`src/hdl/analog_pkg.sv`:
```
// sample types, data path widths and adc calibration constants
`default_nettype none

package analog_pkg;

  //////////////////////////////////////////////////
  // data path widths
  //////////////////////////////////////////////////

  localparam int N_CH      = 2;   // channel a and b
  localparam int ADC_RAW_W = 16;  // word from the adc pins
  localparam int ADC_PAD_W = 2;   // reserved lsbs of the 16 bit adc
  localparam int SAMPLE_W  = 14;  // converted sample
  localparam int SUM_W     = 15;  // asg + pid, one guard bit

  //////////////////////////////////////////////////
  // calibration constants
  //////////////////////////////////////////////////

  // all arithmetic wraps modulo 2^CAL_PROD_W
  localparam int CAL_OFFSET   = 6690;  // removed before the gain
  localparam int CAL_GAIN     = 174;   // fixed gain, 8 bit value
  localparam int CAL_PROD_W   = 22;    // width of offset and product
  localparam int CAL_SLICE_HI = 18;    // top product bit kept
  localparam int CAL_SLICE_LO = 6;     // bottom product bit kept
  localparam int CAL_BIAS     = 4096;  // removed after slicing

  // two resync regs plus the output reg
  localparam int CAL_LATENCY  = 3;

  //////////////////////////////////////////////////
  // sample types
  //////////////////////////////////////////////////

  typedef logic        [ADC_RAW_W-1:0] raw_t;       // raw adc word, unsigned
  typedef logic signed [SAMPLE_W-1:0]  sample_t;    // two's complement sample
  typedef logic        [SAMPLE_W-1:0]  dac_code_t;  // offset binary, neg slope

endpackage : analog_pkg

`default_nettype wire
```
`src/hdl/analog_bus_if.sv`:
```
// interface carrying converted adc and saturated dac samples, with modports
`timescale 1ns/100ps
`default_nettype none

interface analog_bus_if;
  import analog_pkg::*;

  // one new sample every adc_clk cycle, no handshake
  sample_t adc_a;  // converted adc, or dac in loopback
  sample_t adc_b;
  sample_t dac_a;  // saturated asg + pid sum
  sample_t dac_b;

  // front end drives adc and needs dac for loopback
  modport frontend (
    output adc_a, adc_b,
    input  dac_a, dac_b
  );

  // back end only produces the dac samples
  modport backend (
    output dac_a, dac_b
  );

  // calibrator only listens to adc
  modport calib (
    input  adc_a, adc_b
  );

endinterface : analog_bus_if

`default_nettype wire

```
`src/hdl/analog_io_top.sv`:
```
// top level joining adc front end, dac back end and calibrator over the analog bus
`timescale 1ns/100ps
`default_nettype none

module analog_io_top (
  input  logic                  adc_clk,
  input  logic                  rst_i,           // sync, active high
  // adc pins
  input  analog_pkg::raw_t      adc_dat_a_i,
  input  analog_pkg::raw_t      adc_dat_b_i,
  // generator and controller samples
  input  analog_pkg::sample_t   asg_a_i,
  input  analog_pkg::sample_t   asg_b_i,
  input  analog_pkg::sample_t   pid_a_i,
  input  analog_pkg::sample_t   pid_b_i,
  input  logic                  digital_loop_i,  // dac into adc path
  // converted adc
  output analog_pkg::sample_t   adc_a_o,
  output analog_pkg::sample_t   adc_b_o,
  // calibrated adc
  output analog_pkg::sample_t   cal_a_o,
  output analog_pkg::sample_t   cal_b_o,
  // dac pins
  output analog_pkg::dac_code_t dac_dat_a_o,
  output analog_pkg::dac_code_t dac_dat_b_o
);

  //////////////////////////////////////////////////
  // sample bus between the blocks
  //////////////////////////////////////////////////

  analog_bus_if u_bus ();

  //////////////////////////////////////////////////
  // adc in
  //////////////////////////////////////////////////

  adc_frontend u_frontend (
    .adc_clk        (adc_clk       ),
    .rst_i          (rst_i         ),
    .adc_dat_a_i    (adc_dat_a_i   ),
    .adc_dat_b_i    (adc_dat_b_i   ),
    .digital_loop_i (digital_loop_i),
    .bus            (u_bus         ),  // drives adc, reads dac
    .adc_a_o        (adc_a_o       ),
    .adc_b_o        (adc_b_o       )
  );

  //////////////////////////////////////////////////
  // dac out
  //////////////////////////////////////////////////

  dac_backend u_backend (
    .adc_clk        (adc_clk       ),
    .rst_i          (rst_i         ),
    .asg_a_i        (asg_a_i       ),
    .asg_b_i        (asg_b_i       ),
    .pid_a_i        (pid_a_i       ),
    .pid_b_i        (pid_b_i       ),
    .bus            (u_bus         ),  // drives dac
    .dac_dat_a_o    (dac_dat_a_o   ),
    .dac_dat_b_o    (dac_dat_b_o   )
  );

  //////////////////////////////////////////////////
  // calibration
  //////////////////////////////////////////////////

  adc_calibrator u_calib (
    .adc_clk        (adc_clk       ),
    .rst_i          (rst_i         ),
    .bus            (u_bus         ),  // reads adc
    .cal_a_o        (cal_a_o       ),
    .cal_b_o        (cal_b_o       )
  );

endmodule : analog_io_top

`default_nettype wire

```
`src/hdl/adc_calibrator.sv`:
```
// adc calibration with two stage resync and fixed point offset, gain and bias
`timescale 1ns/100ps
`default_nettype none

module adc_calibrator (
  input  logic                adc_clk,
  input  logic                rst_i,
  // converted adc samples
  analog_bus_if.calib         bus,
  // calibrated samples
  output analog_pkg::sample_t cal_a_o,
  output analog_pkg::sample_t cal_b_o
);
  import analog_pkg::*;

  sample_t adc_in [N_CH];
  sample_t cal    [N_CH];

  assign adc_in[0] = bus.adc_a;
  assign adc_in[1] = bus.adc_b;

  //////////////////////////////////////////////////
  // per channel pipeline
  //////////////////////////////////////////////////

  for (genvar ch = 0; ch < N_CH; ch++)
  begin : g_ch
    // resync chain, last stage feeds the arithmetic
    logic [SAMPLE_W-1:0]                  sync_q [CAL_LATENCY-1];
    logic [CAL_PROD_W-1:0]                diff;   // sample - offset
    logic [CAL_PROD_W-1:0]                prod;   // diff * gain
    logic [CAL_SLICE_HI-CAL_SLICE_LO:0]   slice;  // 13 bit unsigned
    logic [SAMPLE_W-1:0]                  cal_d;
    sample_t                              cal_q;

    always_ff @(posedge adc_clk)
    begin
      if (rst_i)
      begin
        for (int s = 0; s < CAL_LATENCY-1; s++)
          sync_q[s] <= '0;
        cal_q <= '0;
      end
      else
      begin
        sync_q[0] <= adc_in[ch];  // taken as unsigned from here on
        for (int s = 1; s < CAL_LATENCY-1; s++)
          sync_q[s] <= sync_q[s-1];
        cal_q <= cal_d;
      end
    end

    // everything wraps at CAL_PROD_W bits
    assign diff  = CAL_PROD_W'(sync_q[CAL_LATENCY-2]) - CAL_PROD_W'(CAL_OFFSET);
    assign prod  = diff * CAL_PROD_W'(CAL_GAIN);
    assign slice = prod[CAL_SLICE_HI:CAL_SLICE_LO];
    // bias removal wraps at 14 bits
    assign cal_d = {1'b0, slice} - SAMPLE_W'(CAL_BIAS);

    assign cal[ch] = cal_q;
  end

  assign cal_a_o = cal[0];
  assign cal_b_o = cal[1];

  // whole chain flushed by one reset cycle
  a_cal_rst: assert property (@(posedge adc_clk)
    $past(rst_i) |-> ((cal_a_o == '0) && (cal_b_o == '0)));

endmodule : adc_calibrator

`default_nettype wire

```
`src/hdl/dac_backend.sv`:
```
// dac back end with asg + pid sum, 14 bit saturation and registered dac code
`timescale 1ns/100ps
`default_nettype none

module dac_backend (
  input  logic                  adc_clk,
  input  logic                  rst_i,
  // generator and controller samples
  input  analog_pkg::sample_t   asg_a_i,
  input  analog_pkg::sample_t   asg_b_i,
  input  analog_pkg::sample_t   pid_a_i,
  input  analog_pkg::sample_t   pid_b_i,
  // internal bus
  analog_bus_if.backend         bus,
  // dac pins, offset binary
  output analog_pkg::dac_code_t dac_dat_a_o,
  output analog_pkg::dac_code_t dac_dat_b_o
);
  import analog_pkg::*;

  sample_t          asg   [N_CH];
  sample_t          pid   [N_CH];
  logic [SUM_W-1:0] sum   [N_CH];  // one guard bit above the sample
  sample_t          sat   [N_CH];  // clipped to 14 bits
  dac_code_t        dac_q [N_CH];  // output regs

  assign asg[0] = asg_a_i;
  assign asg[1] = asg_b_i;
  assign pid[0] = pid_a_i;
  assign pid[1] = pid_b_i;

  //////////////////////////////////////////////////
  // sum and saturation
  //////////////////////////////////////////////////

  always_comb
  begin
    for (int ch = 0; ch < N_CH; ch++)
    begin
      // sign extend both, then add
      sum[ch] = {asg[ch][SAMPLE_W-1], asg[ch]} + {pid[ch][SAMPLE_W-1], pid[ch]};
      // top two bits disagree means overflow
      if (^sum[ch][SUM_W-1:SUM_W-2])
        sat[ch] = {sum[ch][SUM_W-1], {(SAMPLE_W-1){~sum[ch][SUM_W-1]}}};  // clip
      else
        sat[ch] = sum[ch][SAMPLE_W-1:0];
    end
  end

  assign bus.dac_a = sat[0];  // loopback source
  assign bus.dac_b = sat[1];

  //////////////////////////////////////////////////
  // output registers
  //////////////////////////////////////////////////

  // signed to offset binary with negative slope
  always_ff @(posedge adc_clk)
  begin
    for (int ch = 0; ch < N_CH; ch++)
    begin
      if (rst_i)
        dac_q[ch] <= '0;
      else
        dac_q[ch] <= {sat[ch][SAMPLE_W-1], ~sat[ch][SAMPLE_W-2:0]};
    end
  end

  assign dac_dat_a_o = dac_q[0];
  assign dac_dat_b_o = dac_q[1];

  // clipping never flips the sign seen at the dac pins
  for (genvar ch = 0; ch < N_CH; ch++)
  begin : g_sign_chk
    a_dac_sign: assert property (@(posedge adc_clk) disable iff (rst_i)
      !$past(rst_i) |-> (dac_q[ch][SAMPLE_W-1] == $past(sum[ch][SUM_W-1])));
  end

endmodule : dac_backend

`default_nettype wire

```
`src/hdl/adc_frontend.sv`:
```
// adc front end with input regs, neg slope conversion and digital loopback mux
`timescale 1ns/100ps
`default_nettype none

module adc_frontend (
  input  logic                  adc_clk,
  input  logic                  rst_i,
  // adc pins
  input  analog_pkg::raw_t      adc_dat_a_i,
  input  analog_pkg::raw_t      adc_dat_b_i,
  input  logic                  digital_loop_i,  // 1 = feed dac back to adc
  // internal bus
  analog_bus_if.frontend        bus,
  // converted samples
  output analog_pkg::sample_t   adc_a_o,
  output analog_pkg::sample_t   adc_b_o
);
  import analog_pkg::*;

  //////////////////////////////////////////////////
  // input registers
  //////////////////////////////////////////////////

  raw_t                raw_in [N_CH];  // pins as an array
  logic [SAMPLE_W-1:0] raw_q  [N_CH];  // upper 14 bits, registered
  sample_t             conv   [N_CH];  // two's complement
  sample_t             loop   [N_CH];  // dac samples for loopback
  sample_t             adc    [N_CH];  // selected result

  assign raw_in[0] = adc_dat_a_i;
  assign raw_in[1] = adc_dat_b_i;

  // reserved lsbs dropped here
  always_ff @(posedge adc_clk)
  begin
    for (int ch = 0; ch < N_CH; ch++)
    begin
      if (rst_i)
        raw_q[ch] <= '0;  // converts to 14'h1fff
      else
        raw_q[ch] <= raw_in[ch][ADC_RAW_W-1:ADC_PAD_W];
    end
  end

  //////////////////////////////////////////////////
  // conversion and loopback
  //////////////////////////////////////////////////

  assign loop[0] = bus.dac_a;
  assign loop[1] = bus.dac_b;

  // adc code has a negative slope, so keep msb and flip the rest
  always_comb
  begin
    for (int ch = 0; ch < N_CH; ch++)
    begin
      conv[ch] = {raw_q[ch][SAMPLE_W-1], ~raw_q[ch][SAMPLE_W-2:0]};
      adc[ch]  = digital_loop_i ? loop[ch] : conv[ch];  // same cycle dac
    end
  end

  assign bus.adc_a = adc[0];
  assign bus.adc_b = adc[1];
  assign adc_a_o   = adc[0];
  assign adc_b_o   = adc[1];

  // outputs settle once reset is gone, loopback path included
  a_adc_known: assert property (@(posedge adc_clk) disable iff (rst_i)
    !$isunknown({adc_a_o, adc_b_o}));

endmodule : adc_frontend

`default_nettype wire

```
`config.mk`:
```
export PLATFORM = sky130hd
export DESIGN_NAME = analog_io_top
export DESIGN_NICKNAME = d
export VERILOG_FILES = /design/src/hdl/analog_pkg.sv /design/src/hdl/analog_bus_if.sv /design/src/hdl/analog_io_top.sv /design/src/hdl/adc_calibrator.sv /design/src/hdl/dac_backend.sv /design/src/hdl/adc_frontend.sv
export SDC_FILE = /design/constraint.sdc
export NUM_CORES = 1
export LEC_CHECK = 0
export ABC_AREA = 1
export BUFFER_PORTS_ARGS = -buffer_cell sky130_fd_sc_hd__buf_2
export CAP_MARGIN = 15
export CORE_MARGIN = 5
export CORE_UTILIZATION = 45
export CTS_BUF_LIST = sky130_fd_sc_hd__clkbuf_16
export CTS_CLUSTER_DIAMETER = 40
export CTS_CLUSTER_SIZE = 40
export DETAILED_ROUTE_END_ITERATION = 10
export PLACE_DENSITY = 0.76
export SLEW_MARGIN = 10
export SYNTH_ARGS = -nofsm -noshare
export SYNTH_HDL_FRONTEND = slang
export SYNTH_SLANG_ARGS = --single-unit
```
`constraint.sdc`:
```
create_clock -name adc_clk -period 4.74 [get_ports adc_clk]
set_input_delay 0.711 -clock adc_clk [delete_from_list [all_inputs] [get_ports adc_clk]]
set_output_delay 0.711 -clock adc_clk [all_outputs]
set_load 0.005 [all_outputs]
```
# [Word level (Yosys, flattened, before mapping)]
# Memories as Yosys holds them, arrays and structs flattened.
# Index checks and enable logic that the tools add are counted.
[word_totals] register_bits=28 mem_bits_rw=112 inputBits=91 elab_cells=45 n_memories=4
[classes] n_addsub=6 mul=2 n_mux=15 n_bitwise=14 n_reduce_logical=2
[memory_table] name="u_backend.dac_q" depth=2 word_bits=14 read_ports=2 rd_clocked_by_memory_dff=0 wr=2 line_no="dac_backend.sv:25" rtl="dac_code_t dac_q [N_CH];"
[memory_table] name="u_calib.g_ch[0].sync_q" depth=2 word_bits=14 read_ports=2 rd_clocked_by_memory_dff=0 wr=2 line_no="adc_calibrator.sv:29" rtl="logic [SAMPLE_W-1:0] sync_q [CAL_LATENCY-1];"
[memory_table] name="u_calib.g_ch[1].sync_q" depth=2 word_bits=14 read_ports=2 rd_clocked_by_memory_dff=0 wr=2 line_no="adc_calibrator.sv:29"
[memory_table] name="u_frontend.raw_q" depth=2 word_bits=14 read_ports=2 rd_clocked_by_memory_dff=0 wr=2 line_no="adc_frontend.sv:25" rtl="logic [SAMPLE_W-1:0] raw_q [N_CH];"
[ops] cell="two-way mux 14 bit" count=12
[ops] cell="inverter 13 bit" count=4
[ops] cell="multiplier 22 x 7 -> 18 bit (second input constant)" count=2
[ops] cell="adder 14 x 14 -> 15 bit" count=2
[ops] cell="subtractor 14 x 13 -> 15 bit (second input constant)" count=2
[ops] cell="subtractor 13 x 13 -> 14 bit (second input constant)" count=2
[ops] cell="OR 1 bit" count=8
[ops] cell="XOR reduction 2 bit" count=2
[ops] cell="two-way mux 1 bit" count=3
[ops] cell="inverter 1 bit" count=2

# [Logic depth before layout (Yosys ltp)]
[depth] ltp_word=5 depth_mapped=27 depth_no_buf=27

# [Hierarchy]
# Synthesis repeated with hierarchy kept, for this count alone.
[unflattened] hier_cells=1500 hier_area_um2=11028.1
[by_module_without_submodules] module="adc_calibrator" n_inst=1 cells_per_inst=911 area_per_inst_um2=7103.1
[by_module_without_submodules] module="dac_backend" n_inst=1 cells_per_inst=409 area_per_inst_um2=2523.7
[by_module_without_submodules] module="adc_frontend" n_inst=1 cells_per_inst=180 area_per_inst_um2=1401.3

# [Least setup slack after synthesis]
# Ideal clock, no wire load.
[synth_timing] kind="register to register" start="memory u_calib.g_ch[0].sync_q[1][1], in the netlist u_calib.g_ch[0].sync_q[0][15]" end="register u_calib.g_ch[0].cal_q[12], in the netlist u_calib.cal_a_o[12]" arrival_ns=4.392 t_required_ns=4.625 path_slack_ns=0.233 path_stages_with_launch=22 period_less_slack_ns=4.507 cell_sequence="dfxtp_1 -> inv_1 -> nand2_1 -> or2_2 -> nand2_1 -> nand2_1 -> nor2_1 -> xor2_1 -> ha_1 -> fa_1 -> fa_1 -> inv_1 -> fa_1 -> inv_1 -> ha_1 -> nand2_1 -> o21ai_0 -> inv_1 -> o21ai_0 -> a21oi_1 -> a21oi_1 -> nor2_1"
[synth_rtl] item="from (decl)" line_no="adc_calibrator.sv:29"
[synth_rtl] item="to (signal assigned)" line_no="adc_calibrator.sv:49" rtl="cal_q <= cal_d;"
[synth_rtl] item="to (decl)" line_no="adc_calibrator.sv:34" rtl="sample_t cal_q;"

==> metrics.txt <==
number of global-route vias before repair=9,004; largest net degree at the start of global routing=62; CTS tree=built; Hold Slack=388.3 ps; Hold/Removal Path Class=register to register; nets=1,837; initial antenna violation count=0; clock sinks=138; Setup violations, final=0; max-cap violations=0; slew margin rel.=about 29%; syn_area_per_cell=7.822 um^2; Yosys reg bits=138; ant diodes=0; worst-margin pin slew=1059 ps; Worst Path Required=5090 ps; Multi-input gate area=approximately 7000 um^2; Max H-tree Level=4; critical path startpoint category=register; Final period util=94.41%; Via Count=9,069; Fin Clk Skew=11.23 ps; Setup TNS Final=0 ps; synth warn=0; wirelength, routed=24.75 mm; Antenna Nets Post-Route=0; Period minus WS final=4475 ps; final hold violation count=0; clock tree buffer depth=2; FP Rows=56; vias per cell=4.798; synth unique cells=37; All-Layer GR Usage=18.65%; final RePlAce weighted congestion=roughly 0.87; crit path kind=register to register; Arr. time, crit path=4820 ps; first-pass GRT wire length=41.77 mm; die height=164.8 um; Seq. cell area=2766 um^2; post-route setup slack=265.0 ps; Critical Path End Type=register; CTS hold repair buffers=0; Core Area=23,540 um^2; fraction of layout cells with a size suffix above 1=25.14%; Initial Util=45.82%; clk slew on worst S/H paths=70 ps; Synth Instances=1,379; worst skew pair latency=approximately 420 ps; Crit Path Max Fanout=6; fin. max-slew vios=0; drt initial violations=400; cts bufs inserted=17; Filler Cells Inserted=2,175; P&R area growth vs syn=19.35%; Synth Cell Area=between 10,000 and 15,000 um^2; DR WL/cell=13.09 um; setup slack at placement=-37.53 ps; Die X=164.8 um; FMAX=about 220 MHz; final core utilization=a little over half; Syn Nets=1,658; # IOs=175; Seq/Total Area, Yosys=between 20 and 30%; port bufs=170; dpl hpwl=19.58 mm; First-pass DRT Iterations=5; status=complete, no violations; DR DRC count=0; Overflow after GRT=0; Root Driver=clkbuf_16; DIE AREA=27,170 um^2
## synth_stat cells
master | count | area (um^2)
inv_1 | 282 | 1059
nand2_1 | 209 | 784.5
dfxtp_1 | 138 | 2763
nor2_1 | 130 | 488.0
ha_1 | 118 | 1476
a21oi_1 | 102 | 510.5
fa_1 | 70 | 1401
nand3_1 | 63 | 315.3
o21ai_0 | 38 | 190.2
xor2_1 | 29 | 254.0
or2_2 | 28 | 175.2
nand2_4 | 22 | 247.7
a21oi_2 | 20 | 175.2
nand2_2 | 20 | 125.1
clkbuf_1 | 18 | 67.56
nand3_2 | 15 | 150.1
xnor2_1 | 12 | 105.1
nand4_1 | 10 | 62.56
o21a_1 | 9 | 67.56
a31oi_1 | 6 | 37.54
o21ai_1 | 6 | 30.03
nor3_1 | 5 | 25.02
a21o_1 | 4 | 30.03
buf_4 | 3 | 22.52
buf_6 | 3 | 33.78
o21bai_1 | 3 | 22.52
buf_12 | 2 | 40.04
buf_2 | 2 | 10.01
inv_2 | 2 | 7.510
nand4_2 | 2 | 25.02
nor3_4 | 2 | 32.53
a221oi_1 | 1 | 8.760
and2_1 | 1 | 6.260
clkbuf_8 | 1 | 13.76
nor3_2 | 1 | 10.01
o211ai_1 | 1 | 7.510
or2_1 | 1 | 6.260
## per-layer routing
| metal | part of all wire (%) | vias to the layer above | GRT usage (%) | wire length, um |
|---|---|---|---|---|
| met5 | 0 | - | 0 | 0 |
| met4 | 1.0 | 0 | 4.272 | 256 |
| met3 | 5.4 | 17 | 3.544 | 1330 |
| met2 | 47 | 241 | 30.81 | 11580 |
| met1 | 47 | 4158 | 25.40 | 11580 |
| li1 | - | 4653 | - | - |
## critical path: stages, from the launching register on
cell	delay, ps
dfxtp_1	350
inv_1	70
ha_1	220
nand2_1	90
nand2_1	110
nand2_1	130
xor2_2	170
buf_4	140
nor2_1	60
nor2_1	150
fa_1	460
fa_1	550
inv_1	60
fa_1	530
inv_1	40
ha_1	390
nand2_1	120
o21ai_0	180
inv_1	90
nand2_2	120
nand3_1	70
nand2_1	80
o21ai_0	80
a21oi_1	150
## sequential cells by signal (all words and copies together) (netlist names)
name	count
u_calib.g_ch.sync_q	56
u_backend.dac_q	28
u_frontend.raw_q	28
u_calib.cal_a_o	13
u_calib.cal_b_o	13
## cell type report
cell class | count | share of cell area [%]
clock inverter | 15 | 1.263
timing repair buffer | 189 | 7.736
sequential | 138 | 21.49
clock buffer | 17 | 3.304
inverter | 284 | 8.281
tap | 319 | 3.100
multi-input combinational | 928 | 54.83
## worst paths after layout
check | startpoint | end | slack [ps] | depth (start not counted)
worst max-delay path | u_calib.g_ch[1].sync_q[0][15] | u_calib.cal_b_o[6] | 260 | 23
worst min register to register | u_calib.g_ch[0].sync_q[0][10] | u_calib.g_ch[0].sync_q[0][24] | 390 | 2
worst max register to register | u_calib.g_ch[1].sync_q[0][15] | u_calib.cal_b_o[6] | 260 | 23
worst min-delay path | u_calib.g_ch[0].sync_q[0][10] | u_calib.g_ch[0].sync_q[0][24] | 390 | 2
## layout by cell type, fill, tap and decap left out, types with 10 or more instances in the layout
cell       instances
xor2_1            23
o21ai_0           35
nand2_2           30
nand3_1           62
buf_2            169
dfxtp_1          135
or2_2             27
buf_4             20
xnor2_1           12
inv_1            275
nor2_1           125
fa_1              70
nand2_1          197
nand2_4           24
nand4_1           10
a21oi_2           35
nand3_2           16
a21oi_1           87
ha_1             105
clkbuf_16         17
## logic make-up (layout without fill, tap and decap cells)
logic type	count (synthesis)	count (layout)	share of synthesized area [%]
flops	138	138	25.61
fa+ha+maj	188	188	26.68
simple gates	509	509	22.75
buf+inv	313	505	11.62
compound gates	190	190	10.01
xor+xnor	41	41	3.329
## per-stage QoR
step / cell area (um^2) / instances
2_1_floorplan: 10790 / 1379
3_3_place_gp: 11960 / 1854
3_5_place_dp: 11960 / 1854
4_1_cts: 12570 / 1887
5_1_grt: 12870 / 1890
6_report: 12870 / 1890
## timing repair
item | 4_1_cts | 5_1_grt
gates resized for setup | 1 | 71
setup endpoints to repair | 2 | 17
hold endpoints to repair | 0 | 0
buffers inserted | 1 | 3
pin swaps | 1 | 11
Power is left out: the tool's default activity adds up to more than one toggle a clock period on the data nets, which glitch-free logic cannot reach.
